[src/prot_pkg.sv]
package prot_pkg;

    // bus widths of the MCU, the shared window and the ROM port
    localparam int mcu_addr_w = 21;
    localparam int main_addr_w = 11;
    localparam int rom_addr_w = 16;
    localparam int byte_w = 8;

    typedef logic [mcu_addr_w-1:0] mcu_addr_t;
    typedef logic [main_addr_w-1:0] main_addr_t;
    typedef logic [rom_addr_w-1:0] rom_addr_t;
    typedef logic [byte_w-1:0] byte_t;

    // game selector, only two boards are decoded
    typedef logic [1:0] game_t;
    localparam game_t game_robocop = 2'd0;
    localparam game_t game_hippodrome = 2'd1;

    // one request for the MCU bus, wr high means write
    typedef struct packed {
        mcu_addr_t addr;
        logic wr;
        byte_t wdata;
    } bus_req_t;

    // bus cycle sequencer states
    typedef enum logic [1:0] {
        idle,
        sx_wait,
        ce_wait
    } seq_state_t;

    // earliest ce comes this many cycles after sx
    localparam int sx_to_ce = 3;

    // irq1 stays low while the hold counter runs down
    localparam logic [7:0] irq_hold = 8'd255;
    localparam main_addr_t irq_trigger_addr = 11'h7ff;

    // Hippodrome pages, compared against addr[20:16] or addr[20:17]
    localparam logic [4:0] rom_page = 5'h00;
    localparam logic [4:0] hip_ram_page = 5'h1f;
    // 18xxxx
    localparam logic [3:0] hip_shd_page = 4'hc;
    // 1cxxxx
    localparam logic [3:0] hip_prot_page = 4'he;

    // protection latch keys and the answers read back
    localparam byte_t prot_key_a = 8'h45;
    localparam byte_t prot_ans_a = 8'h4e;
    localparam byte_t prot_key_b = 8'h92;
    localparam byte_t prot_ans_b = 8'h15;
    localparam logic [12:0] prot_latch_off = 13'd5;

endpackage

[src/mcu_bus_seq.sv]
module mcu_bus_seq
    import prot_pkg::*;
(
    input  logic      clk,
    input  logic      rst,
    input  bus_req_t  req,
    input  logic      req_stb,
    output logic      busy,
    output logic      done,
    output byte_t     rdata,
    output mcu_addr_t addr,
    output byte_t     dout,
    output logic      wrn,
    output logic      sx,
    output logic      ce,
    input  byte_t     din,
    input  logic      waitn
);

    seq_state_t state;
    bus_req_t   req_q;
    logic [1:0] cnt;

    // request is held here until ce, so addr and dout stay stable
    always_ff @(posedge clk) begin
        if (state == idle && req_stb) begin
            req_q <= req;
        end
    end

    always_ff @(posedge clk, posedge rst) begin
        if (rst) begin
            state <= idle;
            sx    <= 1'b0;
            done  <= 1'b0;
            cnt   <= '0;
        end else begin
            sx   <= 1'b0;
            done <= 1'b0;
            case (state)
                idle: begin
                    if (req_stb) begin
                        // sx goes out the cycle after the strobe
                        sx    <= 1'b1;
                        cnt   <= 2'(sx_to_ce - 1);
                        state <= sx_wait;
                    end
                end
                sx_wait: begin
                    // three cycles from sx, counting the sx cycle itself
                    if (cnt == 2'd0) begin
                        state <= ce_wait;
                    end else begin
                        cnt <= cnt - 2'd1;
                    end
                end
                ce_wait: begin
                    // ce stays off while the decoder holds waitn low
                    if (waitn) begin
                        done  <= 1'b1;
                        state <= idle;
                    end
                end
                default: state <= idle;
            endcase
        end
    end

    // read data is taken in the ce cycle
    always_ff @(posedge clk) begin
        if (ce) begin
            rdata <= din;
        end
    end

    assign ce   = (state == ce_wait) && waitn;
    assign busy = state != idle;
    assign addr = req_q.addr;
    assign dout = req_q.wdata;
    // write strobe only while a write cycle is open
    assign wrn  = !(busy && req_q.wr);

endmodule

[config.mk]
export PLATFORM = sky130hd
export DESIGN_NAME = mcu_bus_seq
export DESIGN_NICKNAME = d
export VERILOG_FILES = /design/src/prot_pkg.sv /design/src/mcu_bus_seq.sv
export SDC_FILE = /design/constraint.sdc
export NUM_CORES = 1
export LEC_CHECK = 0
export ABC_AREA = 1
export BUFFER_PORTS_ARGS = -buffer_cell sky130_fd_sc_hd__buf_2
export CAP_MARGIN = 10
export CORE_MARGIN = 2
export CORE_UTILIZATION = 35
export CTS_CLUSTER_SIZE = 16
export DETAILED_ROUTE_END_ITERATION = 8
export SLEW_MARGIN = 15
export SYNTH_ARGS = -nofsm -noshare
export SYNTH_HDL_FRONTEND = slang
export SYNTH_SLANG_ARGS = --single-unit
export TNS_END_PERCENT = 20
[constraint.sdc]
create_clock -name clk -period 3.5 [get_ports clk]
set_clock_uncertainty 0.05 [all_clocks]
set_input_delay 0.175 -clock clk [delete_from_list [all_inputs] [get_ports clk]]
set_output_delay 0.175 -clock clk [all_outputs]
set_load 0.01 [all_outputs]
# Yosys cells after proc, flatten, opt, wreduce, memory -nomap -nowiden
# Cells that the tools add are included.
# classes
addsub	1
eq_ne	6
mux	11
reduce_logical	10
# ops
cell	count
2-to-1 mux 2 bit	5
inequality test 2 bit, second input constant	4
case mux 2 bit (3 select lines)	1
AND reduction 3 bit	2
zero test 2 bit	2
2-to-1 mux 1 bit	4
case mux 2 bit (2 select lines)	1
nonzero test 2 bit	2
logical AND 1 bit	3
== test 2 x 1 -> 1 bit, second input constant	1
== test 2 bit, second input constant	1
subtractor 2 x 1 -> 2 bit, second input constant	1
zero test 1 bit	1
# totals
ff_bits	44
in_bits	42
out_inout_bits	42
elab_cells	36

# Depth between registers and ports, before layout
# logic_depth
ltp_word	3
ltp_mapped	6
mapped_depth_nobuf	6

# Least setup slack after synthesis
# OpenSTA, ideal clock, no wires.
# synth_path
kind	register -> register
startpoint	register state[0]
endpoint	register req_q (netlist bit addr[0]) (enable)
setup_ns	0.385
arrival_ns	1.268
required_ns	3.065
slack_ns	1.797
stages_incl_launch_ff	5
path_buffers	1
synth_period_minus_slack_ns	1.703
cell_sequence	dfrtp_1 -> buf_6 -> nor2_4 -> nand2_2 -> inv_1
# synth_via
elab_chain_len	2
# synth_lines
element	line	text
start, declared	mcu_bus_seq.sv:20	seq_state_t state;
start signal, assigned	mcu_bus_seq.sv:33	state <= idle;
start signal, assigned	mcu_bus_seq.sv:46	state <= sx_wait;
start signal, assigned	mcu_bus_seq.sv:52	state <= ce_wait;
zero test 2 bit	mcu_bus_seq.sv:26	if (state == idle && req_stb) begin
logical AND 1 bit	mcu_bus_seq.sv:26	
end signal, assigned	mcu_bus_seq.sv:27	req_q <= req;
end, declared	mcu_bus_seq.sv:21	bus_req_t req_q;
# Every way passes these cells.
# A chain may end at the register's enable or synchronous reset.

# Final worst setup path
# layout_path
startpoint	register state[0]
endpoint	register req_q (netlist bit addr[2]) (enable)
# Same word-level chain as after synthesis.

==> metrics.md <==
| Metric | Value |
|---|---|
| Bufs on Longest Clock Path | `2` |
| #FFs+latches synth | `44` |
| DR vias | `956` |
| Root buf cell | `clkbuf_8` |
| I/O Buffers | `83` |
| Worst Hold Margin | `0.01045 ns` |
| LEAKAGE | `0.9534 nW` |
| Total power | `1.464 mW` |
| Antenna viol nets, final | `0` |
| Fmax | `0.4545 GHz` |
| Status | `completed` |
| H-tree levels | `2` |
| Combinational group share of total power | `0.255` |
| Crit-path max FO | `31` |
| Die X | `73.19 µm` |
| CP max stage cell | `clkinv_1` |
| # setup viols final | `0` |
| Min cycle time layout | `2.200 ns` |
| Slowest stage delay, CP | `0.82 ns` |
| Initial core utilization | `0.3595` |
| Syn Inst Count | `100` |
| Layout cells sized above 1 | `0.5511` |
| Pwr/cell area | `673.6 nW/µm²` |
| Worst setup SP type | `register` |
| Number of DRC markers in iteration 0 | `90` |
| Critical path class | `register to register` |
| CTS Hold Buffers Added | `6` |
| Top cell type's share of synthesized area | `0.6811` |
| Largest net degree at the start of global routing | `32` |
| Global-route wire length before repair | `4.202 mm` |
| Routed Wire Length | `2.900 mm` |
| Worst rel slew slack | `0.2899` |
| CTS tree | `built` |
| Post-synth top area cell | `edfxtp_1` |
| Area Growth Syn to Fin | `29.72%` |
| Vias/cell | `4.157` |
| Worst skew pair latency | `0.28 ns` |
| Syn_area_per_cell | `16.75 µm²` |
| GRT overflow | `0` |
| Number of antenna violations at the first check in global routing | `0` |
| Drt first pass iters | `4` |
| Die height | `73.19 µm` |
| Max Slew Vio Count | `0` |
| Critical path, cell by cell | `nor2_4, nand2_2, clkinv_1` |
| Final hold violations | `0` |
| Routability cong. | `0.7386` |
| Seq pwr share | `0.527` |
| Std-Cell Rows | `25` |
| Required @ worst endpoint | `3.16 ns` |
| Routed WL per cell | `12.61 µm` |
| Yosys cell types | `16` |
| I/O Pins | `84` |
| Data arrival, critical path | `1.86 ns` |
| Fill count | `402` |
| Core Region | `4661 µm²` |
| TNS Setup | `0 ns` |
| Die area | `5356 µm²` |
| Area of the multi-input gates | `125.1 µm²` |
| RSZ-0062 raised after global routing | `false` |
| Clock power frac | `0.218` |
| Sw Pwr | `440.2 µW` |
| Vias in the first global route | `924` |
| Peak VDD IR | `0.3369 mV` |
| Hold Path Class | `primary input to register` |
| Sw Share | `0.3007` |
| CP delay by family, top | `buffers and inverters` |
| Crit end category | `register` |
| Post-CTS Setup Repair Bufs | `0` |
| N_diodes | `0` |
| Register area | `1291 µm²` |
| Yosys warns | `0` |
| Buffers & Inverters on Critical Path | `1` |
| Core Util, Final | `0.4663` |
| Register area share after synthesis | `0.7707` |
| Remaining DRCs | `0` |
| Top post-synthesis cells by area | `edfxtp_1, buf_4, dfrtp_1` |
| Slew at the pin closest to its max-slew limit | `1.059 ns` |
| Worst-path clk slew | `0.08 ns` |
| Final clock period utilization by the worst path | `0.6287` |
| Post-Syn Area | `1675 µm²` |
| Post-CTS sizing | `0` |
| Max Cap Viol | `0` |
| Pint | `1.024 mW` |
| GRT Util Overall | `0.1060` |
| CTS buffer count | `5` |
| Syn nets | `143` |
| Layout Nets | `218` |
| Post-DP HPWL | `2.052 mm` |
| Clock sink count | `44` |
[metal layers]
metal	GRT usage	up-vias	wire, µm
met5	0	-	0
met4	0.02469	0	10
met3	0.07044	2	381
met2	0.1582	66	1306
met1	0.1275	425	1202
li1	-	463	-
[worst register-to-register path, delay by kind of cell, from the launching register on]
| kind | cells | cell delay, ns |
|---|---|---|
| buffers and inverters | 1 | 0.82 |
| flip-flops | 1 | 0.57 |
| AND/OR/NAND/NOR | 2 | 0.17 |
[final timing paths]
check,start,to,slack (ns),cells past startpoint
max,state[0],addr[2],1.30,3
max reg2reg,state[0],addr[2],1.30,3
min,req[1],dout[1],0.01,1
max in group asynchronous,rst,sx,2.91,3
min in group asynchronous,rst,state[1],0.30,3
min reg2reg,cnt[1],cnt[1],0.48,2
[power groups by stage]
stage          logic (mW)  clock network (mW)  registers (mW)
2_1_floorplan       0.322                   0           0.766
3_3_place_gp        0.351                   0           0.777
3_5_place_dp        0.369                   0           0.783
4_1_cts             0.372               0.333           0.774
5_1_grt             0.416               0.356           0.786
6_report            0.373               0.319           0.772
[Yosys cell counts]
| cell type | number |
|---|---|
| dfrtp_1 | 6 |
| nor3b_2 | 1 |
| buf_6 | 1 |
| nand3_2 | 2 |
| nor2_4 | 1 |
| nand3_1 | 4 |
| inv_1 | 7 |
| ha_1 | 1 |
| nand2_2 | 1 |
| nand2_1 | 5 |
| edfxtp_1 | 38 |
| a21oi_1 | 1 |
| nand4_1 | 1 |
| inv_2 | 1 |
| buf_4 | 29 |
| o31ai_2 | 1 |
[stage by stage]
step	std cells	setup slack (ns)	instance area [µm²]
floorplan	100	1.797	1675
global placement	207	1.560	1929
detailed placement	207	1.422	1929
CTS	221	1.397	2083
global route	230	1.090	2173
finish	230	1.300	2173
[flip-flops by register name, summed over array words and instances, names as in the netlist]
| name | count |
|---|---|
| addr | 21 |
| dout | 8 |
| done | 1 |
| state | 2 |
| req_q | 1 |
| sx | 1 |
| cnt | 2 |
| rdata | 8 |
[cell families (layout without fill, tap and decap cells)]
kind of cell | Yosys count | after routing | share of synthesized area
fa+ha+maj | 1 | 1 | 0.007467
buf+inv | 38 | 114 | 0.1546
compound gates | 2 | 2 | 0.01045
simple gates | 15 | 15 | 0.05676
flops | 44 | 44 | 0.7707
[cells in the final DEF (no fill, tap or decap), drive strengths merged]
cell type    Yosys  routed
nand3            6       6
inv              8       7
clkinvlp         0       1
clkinv           0       1
edfxtp          38      38
o31ai            1       1
buf             30      83
nor3b            1       1
clkbuf           0       7
dfrtp            6       6
a21oi            1       1
dlygate4sd3      0      15
ha               1       1
nand2            6       6
nor2             1       1
nand4            1       1
[layout make-up]
cell class,count,share of cell area
sequential,44,0.5941
timing repair buffer,98,0.2602
multi-input combinational,18,0.05757
clock buffer,7,0.03972
tap,54,0.03109
inverter,8,0.01382
clock inverter,1,0.003454
(Power assumes the default switching activity.)
